### config.mk
export PLATFORM = sky130hd
export DESIGN_NAME = cpu
export DESIGN_NICKNAME = d
export VERILOG_FILES = /design/src/cpu_pkg.sv /design/src/regfile.sv /design/src/alu.sv /design/src/datapath.sv /design/src/controller.sv /design/src/cpu.sv
export SDC_FILE = /design/constraint.sdc
export NUM_CORES = 2
export LEC_CHECK = 0
export ABC_CLOCK_PERIOD_IN_PS = 12400
export BUFFER_PORTS_ARGS = -buffer_cell sky130_fd_sc_hd__buf_2
export CAP_MARGIN = 20
export CELL_PAD_IN_SITES_DETAIL_PLACEMENT = 0
export CELL_PAD_IN_SITES_GLOBAL_PLACEMENT = 1
export CORE_MARGIN = 1
export CORE_UTILIZATION = 30
export CTS_CLUSTER_SIZE = 14
export DETAILED_ROUTE_END_ITERATION = 10
export PLACE_DENSITY = 0.59
export SKIP_LAST_GASP = 1
export SLEW_MARGIN = 10
export SYNTH_ARGS = -nofsm -noshare
export SYNTH_HDL_FRONTEND = slang
export SYNTH_HIERARCHICAL = 1
export SYNTH_SLANG_ARGS = --single-unit
### constraint.sdc
create_clock -name clk -period 12.4 [get_ports clk]
set_clock_uncertainty 0.05 [all_clocks]
set_input_delay 0 -clock clk [delete_from_list [all_inputs] [get_ports clk]]
set_output_delay 0 -clock clk [all_outputs]
set_load 0.05 [all_outputs]
### src/cpu_pkg.sv
package cpu_pkg;

    localparam int DATA_W = 32;
    localparam int PC_W   = 11;  // instruction and data memory address width
    localparam int REG_AW = 4;

    typedef enum logic [3:0] {
        OP_MOV = 4'h0,
        OP_ADD = 4'h1,
        OP_SUB = 4'h2,
        OP_AND = 4'h3,
        OP_ORR = 4'h4,
        OP_CMP = 4'h5,
        OP_LDR = 4'h6,
        OP_STR = 4'h7,
        OP_B   = 4'h8
    } op_e;

    // ARM condition encodings without HI/LS
    typedef enum logic [3:0] {
        C_EQ = 4'h0,
        C_NE = 4'h1,
        C_CS = 4'h2,
        C_CC = 4'h3,
        C_MI = 4'h4,
        C_PL = 4'h5,
        C_VS = 4'h6,
        C_VC = 4'h7,
        C_GE = 4'ha,
        C_LT = 4'hb,
        C_GT = 4'hc,
        C_LE = 4'hd,
        C_AL = 4'he
    } cond_e;

    typedef enum logic [1:0] {SH_LSL, SH_LSR, SH_ASR, SH_ROR} shift_e;

    typedef enum logic [2:0] {ALU_PASS_B, ALU_ADD, ALU_SUB, ALU_AND, ALU_ORR} alu_op_e;

    typedef enum logic [2:0] {S_LOAD_PC, S_FETCH, S_EXECUTE, S_MEMORY, S_WRITEBACK} state_e;

    typedef struct packed {
        logic n;
        logic z;
        logic c;
        logic v;
    } flags_t;

    // bits 13:2 double as imm12 and bits 21:0 as the branch offset
    typedef struct packed {
        cond_e             cond;
        op_e               op;
        logic              imm_sel;
        logic              set_flags;
        logic [REG_AW-1:0] rd;
        logic [REG_AW-1:0] rn;
        logic [REG_AW-1:0] rm;
        shift_e            shift;
        logic [4:0]        shamt;
        logic [2:0]        spare;
    } instr_t;

    typedef struct packed {
        logic [REG_AW-1:0] rn;
        logic [REG_AW-1:0] rm;
        logic [REG_AW-1:0] rd;
        shift_e            shift;
        logic [4:0]        shamt;
        logic              imm_sel;
        logic [11:0]       imm12;
        logic [PC_W-1:0]   branch_off;  // word offset that wraps in PC_W bits
        alu_op_e           alu_op;
        logic              load_pc;
        logic              pc_inc;
        logic              pc_branch;
        logic              en_ab;
        logic              en_result;
        logic              en_status;
        logic              reg_we;
        logic              wb_from_mem;
    } ctrl_t;

endpackage : cpu_pkg

### src/regfile.sv
module regfile import cpu_pkg::*; (
    input  logic              clk,
    input  logic              rst_n,
    input  logic              we,
    input  logic [REG_AW-1:0] w_addr,
    input  logic [DATA_W-1:0] w_data,
    input  logic [REG_AW-1:0] a_addr,
    input  logic [REG_AW-1:0] b_addr,
    input  logic [REG_AW-1:0] s_addr,
    input  logic [REG_AW-1:0] dbg_addr,
    output logic [DATA_W-1:0] a_data,
    output logic [DATA_W-1:0] b_data,
    output logic [DATA_W-1:0] s_data,
    output logic [DATA_W-1:0] dbg_data
);

    logic [DATA_W-1:0] regs [2**REG_AW];

    always_ff @(posedge clk or negedge rst_n) begin
        if (!rst_n) begin
            for (int i = 0; i < 2**REG_AW; i++) begin
                regs[i] <= '0;
            end
        end else if (we) begin
            regs[w_addr] <= w_data;
        end
    end

    assign a_data   = regs[a_addr];   // operand A
    assign b_data   = regs[b_addr];   // unshifted Rm
    assign s_data   = regs[s_addr];   // store data for STR
    assign dbg_data = regs[dbg_addr];

    // decode of rd must be clean by the time writeback fires
    a_waddr_known: assert property (
        @(posedge clk) disable iff (!rst_n)
        we |-> !$isunknown(w_addr)
    );

endmodule : regfile

### src/alu.sv
module alu import cpu_pkg::*; (
    input  logic [DATA_W-1:0] a,
    input  logic [DATA_W-1:0] b_reg,
    input  logic              imm_sel,
    input  logic [11:0]       imm12,
    input  shift_e            shift,
    input  logic [4:0]        shamt,
    input  alu_op_e           alu_op,
    input  logic              carry_in,
    output logic [DATA_W-1:0] result,
    output flags_t            flags
);

    logic [DATA_W-1:0] b_op;
    logic              sh_carry;
    logic [DATA_W:0]   sum;
    logic [DATA_W:0]   diff;
    logic              c_out;
    logic              v_out;

    // barrel shifter where a zero shamt passes Rm and the old carry through
    always_comb begin
        b_op     = b_reg;
        sh_carry = carry_in;
        if (imm_sel) begin
            b_op = {{(DATA_W-12){1'b0}}, imm12};
        end else if (shamt != 5'd0) begin
            case (shift)
                SH_LSL:  {sh_carry, b_op} = {1'b0, b_reg} << shamt;
                SH_LSR:  {b_op, sh_carry} = {b_reg, 1'b0} >> shamt;
                SH_ASR:  {b_op, sh_carry} = $signed({b_reg, 1'b0}) >>> shamt;
                default: begin
                    b_op     = (b_reg >> shamt) | (b_reg << (DATA_W - shamt));
                    sh_carry = b_op[DATA_W-1];  // last bit rotated out
                end
            endcase
        end
    end

    assign sum  = {1'b0, a} + {1'b0, b_op};
    assign diff = {1'b0, a} + {1'b0, ~b_op} + 1'b1;  // carry set means no borrow

    always_comb begin
        result = b_op;
        c_out  = sh_carry;
        v_out  = 1'b0;  // datapath keeps the old V for logic ops
        case (alu_op)
            ALU_ADD: begin
                result = sum[DATA_W-1:0];
                c_out  = sum[DATA_W];
                v_out  = (a[DATA_W-1] == b_op[DATA_W-1]) && (sum[DATA_W-1] != a[DATA_W-1]);
            end
            ALU_SUB: begin
                result = diff[DATA_W-1:0];
                c_out  = diff[DATA_W];
                v_out  = (a[DATA_W-1] != b_op[DATA_W-1]) && (diff[DATA_W-1] != a[DATA_W-1]);
            end
            ALU_AND: result = a & b_op;
            ALU_ORR: result = a | b_op;
            default: result = b_op;  // MOV
        endcase
    end

    assign flags = '{n: result[DATA_W-1], z: (result == '0), c: c_out, v: v_out};

endmodule : alu

### src/datapath.sv
module datapath import cpu_pkg::*; (
    input  logic              clk,
    input  logic              rst_n,
    input  ctrl_t             ctrl,
    input  logic [PC_W-1:0]   start_pc,
    input  logic [DATA_W-1:0] ram_data2,
    input  logic [REG_AW-1:0] reg_addr,
    output logic [PC_W-1:0]   pc,
    output logic [PC_W-1:0]   ram_addr2,
    output logic [DATA_W-1:0] ram_in2,
    output flags_t            status,
    output logic [DATA_W-1:0] dp_out,
    output logic [DATA_W-1:0] reg_output
);

    logic [PC_W-1:0]   pc_q;
    logic [DATA_W-1:0] a_q, b_q;
    logic [DATA_W-1:0] result_q;
    flags_t            status_q;
    logic [DATA_W-1:0] rn_data, rm_data;
    logic [DATA_W-1:0] alu_result;
    flags_t            alu_flags;
    logic [DATA_W-1:0] wb_data;
    logic              arith;

    regfile u_regfile (
        .clk      (clk),
        .rst_n    (rst_n),
        .we       (ctrl.reg_we),
        .w_addr   (ctrl.rd),
        .w_data   (wb_data),
        .a_addr   (ctrl.rn),
        .b_addr   (ctrl.rm),
        .s_addr   (ctrl.rd),
        .dbg_addr (reg_addr),
        .a_data   (rn_data),
        .b_data   (rm_data),
        .s_data   (ram_in2),
        .dbg_data (reg_output)
    );

    alu u_alu (
        .a        (a_q),
        .b_reg    (b_q),
        .imm_sel  (ctrl.imm_sel),
        .imm12    (ctrl.imm12),
        .shift    (ctrl.shift),
        .shamt    (ctrl.shamt),
        .alu_op   (ctrl.alu_op),
        .carry_in (status_q.c),
        .result   (alu_result),
        .flags    (alu_flags)
    );

    assign arith = (ctrl.alu_op == ALU_ADD) || (ctrl.alu_op == ALU_SUB);

    always_ff @(posedge clk or negedge rst_n) begin
        if (!rst_n) begin
            pc_q     <= '0;
            result_q <= '0;
            status_q <= '0;
        end else begin
            if (ctrl.load_pc)        pc_q <= start_pc;
            else if (ctrl.pc_branch) pc_q <= pc_q + 1'b1 + ctrl.branch_off;
            else if (ctrl.pc_inc)    pc_q <= pc_q + 1'b1;
            if (ctrl.en_result) result_q <= alu_result;
            if (ctrl.en_status) begin
                status_q.n <= alu_flags.n;
                status_q.z <= alu_flags.z;
                status_q.c <= alu_flags.c;
                status_q.v <= arith ? alu_flags.v : status_q.v;  // logic ops keep V
            end
        end
    end

    // operand latches with the shift applied later inside the ALU
    always_ff @(posedge clk) begin
        if (ctrl.en_ab) begin
            a_q <= rn_data;
            b_q <= rm_data;
        end
    end

    assign wb_data   = ctrl.wb_from_mem ? ram_data2 : result_q;
    assign pc        = pc_q;
    assign ram_addr2 = result_q[PC_W-1:0];
    assign status    = status_q;
    assign dp_out    = result_q;

    a_pc_src_onehot: assert property (
        @(posedge clk) disable iff (!rst_n)
        $onehot0({ctrl.load_pc, ctrl.pc_inc, ctrl.pc_branch})
    );

endmodule : datapath

### src/controller.sv
module controller import cpu_pkg::*; (
    input  logic   clk,
    input  logic   rst_n,
    input  instr_t instr,
    input  flags_t status,
    output ctrl_t  ctrl,
    output logic   mem_w_en
);

    state_e        state_q, state_d;
    instr_t        ir_q;
    logic [31:0]   ir_bits;
    logic          pass_q;
    logic          cond_pass;
    logic          is_mem;
    logic          writes_reg;
    logic          sets_flags;
    logic          take_branch;

    function automatic logic cond_ok(cond_e c, flags_t f);
        case (c)
            C_EQ:    return f.z;
            C_NE:    return !f.z;
            C_CS:    return f.c;
            C_CC:    return !f.c;
            C_MI:    return f.n;
            C_PL:    return !f.n;
            C_VS:    return f.v;
            C_VC:    return !f.v;
            C_GE:    return f.n == f.v;
            C_LT:    return f.n != f.v;
            C_GT:    return !f.z && (f.n == f.v);
            C_LE:    return f.z || (f.n != f.v);
            C_AL:    return 1'b1;
            default: return 1'b0;  // unsupported codes never execute
        endcase
    endfunction

    always_comb begin
        case (state_q)
            S_LOAD_PC:   state_d = S_FETCH;
            S_FETCH:     state_d = S_EXECUTE;
            S_EXECUTE:   state_d = S_MEMORY;
            S_MEMORY:    state_d = S_WRITEBACK;
            default:     state_d = S_FETCH;
        endcase
    end

    always_ff @(posedge clk or negedge rst_n) begin
        if (!rst_n) begin
            state_q <= S_LOAD_PC;
            ir_q    <= '0;
            pass_q  <= 1'b0;
        end else begin
            state_q <= state_d;
            if (state_q == S_FETCH)   ir_q   <= instr;
            if (state_q == S_EXECUTE) pass_q <= cond_pass;  // flags may change in MEMORY
        end
    end

    assign ir_bits     = ir_q;
    assign cond_pass   = cond_ok(ir_q.cond, status);
    assign is_mem      = (ir_q.op == OP_LDR) || (ir_q.op == OP_STR);
    assign writes_reg  = ir_q.op inside {OP_MOV, OP_ADD, OP_SUB, OP_AND, OP_ORR, OP_LDR};
    assign sets_flags  = (ir_q.op == OP_CMP) ||
                         (ir_q.set_flags && ir_q.op inside {OP_MOV, OP_ADD, OP_SUB, OP_AND, OP_ORR});
    assign take_branch = pass_q && (ir_q.op == OP_B);

    // decode with fields straight from the instruction register
    always_comb begin
        ctrl            = '0;
        ctrl.rn         = ir_q.rn;
        ctrl.rm         = ir_q.rm;
        ctrl.rd         = ir_q.rd;
        ctrl.shift      = ir_q.shift;
        ctrl.shamt      = ir_q.shamt;
        ctrl.imm_sel    = ir_q.imm_sel || is_mem;  // base plus imm12 only
        ctrl.imm12      = ir_bits[13:2];
        ctrl.branch_off = ir_bits[PC_W-1:0];
        case (ir_q.op)
            OP_ADD, OP_LDR, OP_STR: ctrl.alu_op = ALU_ADD;
            OP_SUB, OP_CMP:         ctrl.alu_op = ALU_SUB;
            OP_AND:                 ctrl.alu_op = ALU_AND;
            OP_ORR:                 ctrl.alu_op = ALU_ORR;
            default:                ctrl.alu_op = ALU_PASS_B;
        endcase
        ctrl.load_pc     = (state_q == S_LOAD_PC);
        ctrl.en_ab       = (state_q == S_EXECUTE) && cond_pass;
        ctrl.en_result   = (state_q == S_MEMORY) && pass_q;
        ctrl.en_status   = (state_q == S_MEMORY) && pass_q && sets_flags;
        ctrl.reg_we      = (state_q == S_WRITEBACK) && pass_q && writes_reg;
        ctrl.wb_from_mem = (ir_q.op == OP_LDR);
        ctrl.pc_branch   = (state_q == S_WRITEBACK) && take_branch;
        ctrl.pc_inc      = (state_q == S_WRITEBACK) && !take_branch;
    end

    // address register was filled in MEMORY, so the store goes out here
    assign mem_w_en = (state_q == S_WRITEBACK) && pass_q && (ir_q.op == OP_STR);

    a_store_after_addr: assert property (
        @(posedge clk) disable iff (!rst_n)
        mem_w_en |-> $past(ctrl.en_result) && !$past(mem_w_en)
    );

    a_we_in_writeback: assert property (
        @(posedge clk) disable iff (!rst_n)
        ctrl.reg_we |-> $past(state_q == S_MEMORY) && $past(pass_q)
    );

endmodule : controller

### src/cpu.sv
module cpu import cpu_pkg::*; (
    input  logic              clk,
    input  logic              rst_n,
    input  instr_t            instr,
    input  logic [DATA_W-1:0] ram_data2,
    input  logic [PC_W-1:0]   start_pc,
    input  logic [REG_AW-1:0] reg_addr,
    output logic              mem_w_en,
    output logic [PC_W-1:0]   ram_addr2,
    output logic [DATA_W-1:0] ram_in2,
    output flags_t            status,
    output logic [DATA_W-1:0] dp_out,
    output logic [PC_W-1:0]   pc,
    output logic [DATA_W-1:0] reg_output  // debug read of reg_addr
);

    ctrl_t ctrl;

    datapath u_datapath (
        .clk        (clk),
        .rst_n      (rst_n),
        .ctrl       (ctrl),
        .start_pc   (start_pc),
        .ram_data2  (ram_data2),
        .reg_addr   (reg_addr),
        .pc         (pc),
        .ram_addr2  (ram_addr2),
        .ram_in2    (ram_in2),
        .status     (status),
        .dp_out     (dp_out),
        .reg_output (reg_output)
    );

    // flags go back for condition tests
    controller u_controller (
        .clk      (clk),
        .rst_n    (rst_n),
        .instr    (instr),
        .status   (status),
        .ctrl     (ctrl),
        .mem_w_en (mem_w_en)
    );

endmodule : cpu

==> Word-level counts from Yosys, hierarchy flattened <==
Cells that the tools add are included.
{ "totals": {"register_bits": 659, "out_inout_bits": 123, "word_cells": 166, "in_bits": 81} }
{ "op_classes": {"muxes": 31, "bitwise_logic": 8, "shift": 5, "eq_ne": 37, "order_cmp": 5, "reduce_logical": 38, "n_addsub": 6} }
{ "op_table": {"columns": ["op", "count"], "rows": [
  ["$bmux W32 S4", 4],
  ["$bwmux W512", 1],
  ["$mux W32", 12],
  ["$demux W32 S4", 1],
  ["$pmux W32 S4", 1],
  ["$pmux W32 S3", 1],
  ["$add A32 B32 Y33", 2],
  ["$or A32 B32 Y32", 2],
  ["$add A33 B1 Y33 const B", 1],
  ["$mux W11", 3],
  ["$shl A32 B5 Y33", 1],
  ["$shr A33 B5 Y33", 1],
  ["$sshr A33 B5 Y33", 1],
  ["$and A32 B32 Y32", 1],
  ["$eq A4 B3 Y1 const B", 8],
  ["$logic_not A32 Y1", 1],
  ["$not A32 Y32", 1],
  ["$shl A32 B32 Y32", 1],
  ["$shr A32 B5 Y32", 1],
  ["$eq A4 B4 Y1 const B", 6],
  ["$ge A5 B5 Y1 const B", 4],
  ["$not A4 Y5", 4],
  ["$eq A4 B2 Y1 const B", 4],
  ["$logic_and A1 B1 Y1", 14],
  ["31 further kinds", 54]
]} }

==> Longest topological paths before layout <==
{ "logic_depth": {"ltp_word": 12, "mapped_depth": 34, "depth_no_buf": 25} }

==> Cells and area by module <==
The synthesis kept the hierarchy.
{ "by_module_without_submodules": {"columns": ["module", "seq_area_each_um2", "n_inst", "area_each_um2", "cells_each"], "rows": [
  ["regfile", 12812.3, 1, 33824.9, 2218],
  ["alu", 0.0, 1, 14400.1, 2030],
  ["datapath", 3098.0, 1, 5044.8, 356],
  ["controller", 900.9, 1, 2038.2, 181]
]} }

==> Worst setup path before layout <==
OpenSTA, ideal clock, no wires.
{ "synth_timing": {"path_kind": "reg-to-reg", "from": "reg u_controller.ir_q, in the netlist u_controller/ctrl[15]", "to": "reg u_datapath.status_q, in the netlist u_datapath/status[2]", "stages_incl_launch_ff": 32, "path_buffers": 10, "slack_ns": 5.290, "setup_time_ns": 0.067, "required_time_ns": 12.283, "arrival_time_ns": 6.993, "period_less_slack_ns": 7.110, "cell_sequence": "dfrtp_1 buf_4 buf_2 inv_1 buf_2 buf_2 buf_2 buf_2 ha_1 clkbuf_1 clkbuf_1 clkbuf_1 mux4_2 nand2_1 o21ai_0 a2111oi_0 o32ai_1 inv_1 ha_1 clkbuf_1 o21bai_1 o221ai_1 a311o_1 a221o_1 or3_1 nand3_1 a32oi_1 or4_1 nor4_1 nand4_1 nor4_2 mux2_2"} }
{ "synth_rtl": {"columns": ["item", "line", "text"], "rows": [
  ["start, declared", "controller.sv:11", "instr_t ir_q;"],
  ["start signal, assigned", "controller.sv:56", "if (state_q == S_FETCH) ir_q <= instr;"],
  ["end, declared", "datapath.sv:19", "flags_t status_q;"]
]} }

==> results.sh <==
export IMPL_status="finished clean"
export IMPL_clk_pin_slew_worst_paths_ns=0.06
export IMPL_die_area_um2=186100
export IMPL_globalplace_congestion=0.9886
export IMPL_grt_pass1_vias=44680
export IMPL_nets=4950
export IMPL_critPathMaxFanout=41
export IMPL_tightest_slew_ns=1.338
export IMPL_dieHeight_um=431.4
export IMPL_rsz0062_at_grt="false"
export IMPL_vias=45670
export IMPL_crit_type="flip-flop to flip-flop"
export IMPL_finalCritPeriodShare_pct=72.19
export IMPL_portBuffers=203
export IMPL_drv_slew=0
export IMPL_avgViaCountPerCell=6.269
export IMPL_synthDistinctLibCells=115
export IMPL_total_power_mw=7.700
export IMPL_synth_edf_count=64
export IMPL_dp_final_hpwl_mm=160.1
export IMPL_max_freq_mhz=111.7
export IMPL_reg2reg_from="u_controller/ctrl[14]"
export IMPL_syn_num_nets=4983
export IMPL_wl_per_cell_um=33.31
export IMPL_max_slew_margin_pct=10.81
export IMPL_antenna_found_initial=11
export IMPL_netSwitchingPower_mw=3.069
export IMPL_crit_required_ns=12.95
export IMPL_root_buffer="clkbuf_16"
export IMPL_ant_nets=0
export IMPL_finalWorstPathRequiredPeriod_ns=8.952
export IMPL_p_sw_share_pct=39.86
export IMPL_grt_max_degree=126
export IMPL_htreeDepth=3
export IMPL_n_fill_cell=18300
export IMPL_dr_pass1_iters=7
export IMPL_cts_tree="built"
export IMPL_placedInstanceArea_um2=58160
export IMPL_syn2layout_area_growth_pct=11.73
export IMPL_syn_area_um2=55310
export IMPL_synth_seq_area_share_pct=30.40
export IMPL_startpoint="u_controller/ctrl[14]"
export IMPL_dieWidth_um=431.4
export IMPL_drv_cap=0
export IMPL_design_portCount=204
export IMPL_p_comb_share_pct=33.4
export IMPL_hold_class="primary input to flip-flop"
export IMPL_clockBufferDepth=3
export IMPL_cp_start_kind="flip-flop"
export IMPL_synthArstFlopShare_pct=90.29
export IMPL_regToRegSetupSlack_ns=3.45
export IMPL_grt_pass1_wl_mm=343.9
export IMPL_synth_ff_type="dfrtp_1"
export IMPL_setup_tns_final_ns=0
export IMPL_multi_input_area_um2=35710
export IMPL_drc_errors=0
export IMPL_register_area_um2=16850
export IMPL_postRouteWirelength_mm=242.7
export IMPL_design_area_um2=61800
export IMPL_peakVddDrop_mv=0.1859
export IMPL_avgSynthCellArea_um2=11.56
export IMPL_p_leak_nw=25.53
export IMPL_netlist_instances=4785
export IMPL_ys_ff_latch=659
export IMPL_power_density_nw_per_um2=124.6
export IMPL_postCtsSetupBuffers=0
export IMPL_setup_viol=0
export IMPL_endpoint_kind="flip-flop"
export IMPL_power_frac_seq_pct=34.2
export IMPL_cp_endpoint="u_datapath/status[2]"
export IMPL_coreArea_um2=183100
export IMPL_layout_drive_gt1_share_pct=37.90
export IMPL_r2r_cells=24
export IMPL_drt_iter0_markers=5315
export IMPL_r2r_end="u_datapath/status[2]"
export IMPL_start_util_pct=30.21
export IMPL_clockPowerShare_pct=32.4
export IMPL_worstPathArrival_ns=9.50
export IMPL_ys_warn_count=6
export IMPL_gr_total_overflow=0
export IMPL_hold_viol=0
export IMPL_rows=157
export IMPL_gr_usage_all_layers_pct=25.53
export IMPL_clk_latency_ns=0.72
export IMPL_cts_made_buffers=82
export IMPL_p_int_mw=4.631
export IMPL_cts_sinks=659
-- stage by stage --
step	instances	utilization, %	setup WS [ns]	hold WS, ns
after floorplan	4785	-	5.290	-0.3456
after detailed placement	7050	31.77	3.595	0.03622
after CTS	7281	33.73	3.572	0.0002378
after global placement	7049	31.77	3.306	0.02424
final	7285	33.75	3.448	0.03223
after global routing	7282	33.75	3.130	0.001009
-- worst min-delay path by stage --
stage / start / slack [ns] / to / cells after the start
2_1_floorplan: rst_n / -0.35 / u_controller/ctrl[11] / 0
3_3_place_gp: rst_n / 0.02 / u_datapath/u_regfile/regs[305] / 1
3_5_place_dp: rst_n / 0.04 / u_datapath/u_regfile/regs[305] / 1
4_1_cts: instr[22] / 0.0002 / u_controller/ir_bits[22] / 3
5_1_grt: ram_data2[23] / 0.001 / u_datapath/u_regfile/regs[375] / 3
6_report: instr[27] / 0.03 / u_controller/ir_bits[27] / 3
-- cell usage after synthesis (13+ instances only) --
master / count / area [um2]
a221oi_1: 32 / 280.3
o31ai_1: 17 / 127.6
o22ai_1: 19 / 118.9
xnor2_1: 37 / 324.1
buf_2: 137 / 685.7
a31oi_1: 25 / 156.4
inv_1: 125 / 469.2
buf_4: 69 / 518.0
mux2i_1: 104 / 1041
and3_1: 15 / 93.84
nor2_1: 225 / 844.6
and2_1: 26 / 162.7
or3_1: 29 / 181.4
nor4_1: 18 / 112.6
a22oi_1: 273 / 2049
mux4_2: 594 / 13380
dfrtp_1: 595 / 14890
o211ai_1: 44 / 330.3
clkbuf_1: 279 / 1047
nor3_1: 50 / 250.2
buf_6: 13 / 146.4
a21o_1: 13 / 97.59
o21a_1: 19 / 142.6
o221ai_1: 27 / 236.5
a221o_1: 16 / 160.2
edfxtp_1: 64 / 1922
nand2b_1: 41 / 256.5
a21oi_1: 189 / 945.9
nand3_1: 47 / 235.2
o21ai_0: 115 / 575.6
buf_1: 31 / 116.4
ha_1: 114 / 1426
nand2_1: 346 / 1299
a211oi_1: 39 / 292.8
nand4_1: 14 / 87.58
mux2_2: 654 / 7365
nor2b_1: 32 / 200.2
-- routing by layer --
| layer | vias to the layer above | global-route usage [%] | part of all wire, % |
|---|---|---|---|
| met5 | - | 0 | 0.013 |
| met1 | 23960 | 33.52 | 40 |
| li1 | 18710 | - | - |
| met3 | 536 | 4.645 | 8.0 |
| met4 | 4 | 11.85 | 5.3 |
| met2 | 2454 | 40.74 | 47 |
-- logic make-up after synthesis --
kind of cell	count (synthesis)	synth area share, %
multiplexers	1364	39.69
AO/OA/AOI/OAI	999	12.83
AND/OR/NAND/NOR	934	8.058
buffers and inverters	662	5.497
flip-flops	659	30.40
adder cells (fa/ha/maj)	117	2.688
XOR/XNOR	50	0.8393
-- worst max-delay path, stage by stage (launching register included) --
cell and delay (ns):
dfrtp_4 0.84, inv_2 0.45, ha_1 0.52, and2_1 0.22, ha_1 0.37, inv_1 0.16
o21ai_0 0.37, o211ai_1 0.37, a2111oi_0 0.15, a2111oi_1 0.88, buf_4 0.29, inv_1 0.09
ha_1 0.39, or2_1 0.29, o2111ai_1 0.39, nand4_1 0.24, a31oi_1 0.61, o21a_1 0.28
nor4_1 0.08, or4_1 0.53, a32oi_1 0.66, nor2_1 0.08, nand4_1 0.17, nor4_2 0.06
mux2_2 0.27
-- registers in the layout, summed over array words and instances, names as in the netlist --
signal / count
u_controller/ir_bits: 10
u_datapath/dp_out: 32
u_controller/pass_q: 1
u_datapath/status: 4
u_datapath/a_q: 32
u_controller/state_q: 3
u_datapath/u_regfile/regs: 512
u_datapath/pc: 11
u_controller/ctrl: 22
u_datapath/b_q: 32
-- power groups by stage --
stage	clock network [mW]	logic, mW	registers, mW
4_1_cts	2.55	2.54	2.63
5_1_grt	2.63	2.67	2.66
3_3_place_gp	0	2.51	2.66
2_1_floorplan	0	1.49	2.77
6_report	2.49	2.57	2.63
3_5_place_dp	0	2.51	2.67
-- cell usage in the layout, fill, tap and decap left out, drive strengths merged, types with 44 or more instances in the layout --
master / synthesis / layout
mux2i: 105 / 105
ha: 114 / 114
a21oi: 189 / 189
nor2: 227 / 227
edfxtp: 64 / 64
buf: 252 / 334
nand2: 348 / 348
o211ai: 44 / 44
dlygate4sd3: 0 / 80
nand3: 47 / 47
inv: 127 / 131
clkbuf: 279 / 118
nor3: 52 / 52
a22oi: 273 / 273
mux2: 663 / 663
mux4: 596 / 596
dfrtp: 595 / 595
o21ai: 119 / 119
-- cell type report --
| class | count | area share (%) |
|---|---|---|
| Inverter | 131 | 0.7957 |
| Sequential cell | 659 | 27.26 |
| Antenna cell | 3 | 0.01215 |
| Clock inverter | 32 | 0.5932 |
| Tap cell | 2464 | 4.989 |
| Clock buffer | 118 | 3.896 |
| Timing Repair Buffer | 414 | 4.673 |
| Multi-Input combinational cell | 3464 | 57.78 |
-- timing repair --
item / CTS / global route
setup endpoints to repair: 0 / 0
resized for setup: 0 / 0
hold buffers: 81 / 0
endpoints found under the hold margin: 314 / 0
(Power assumes the default switching activity.)
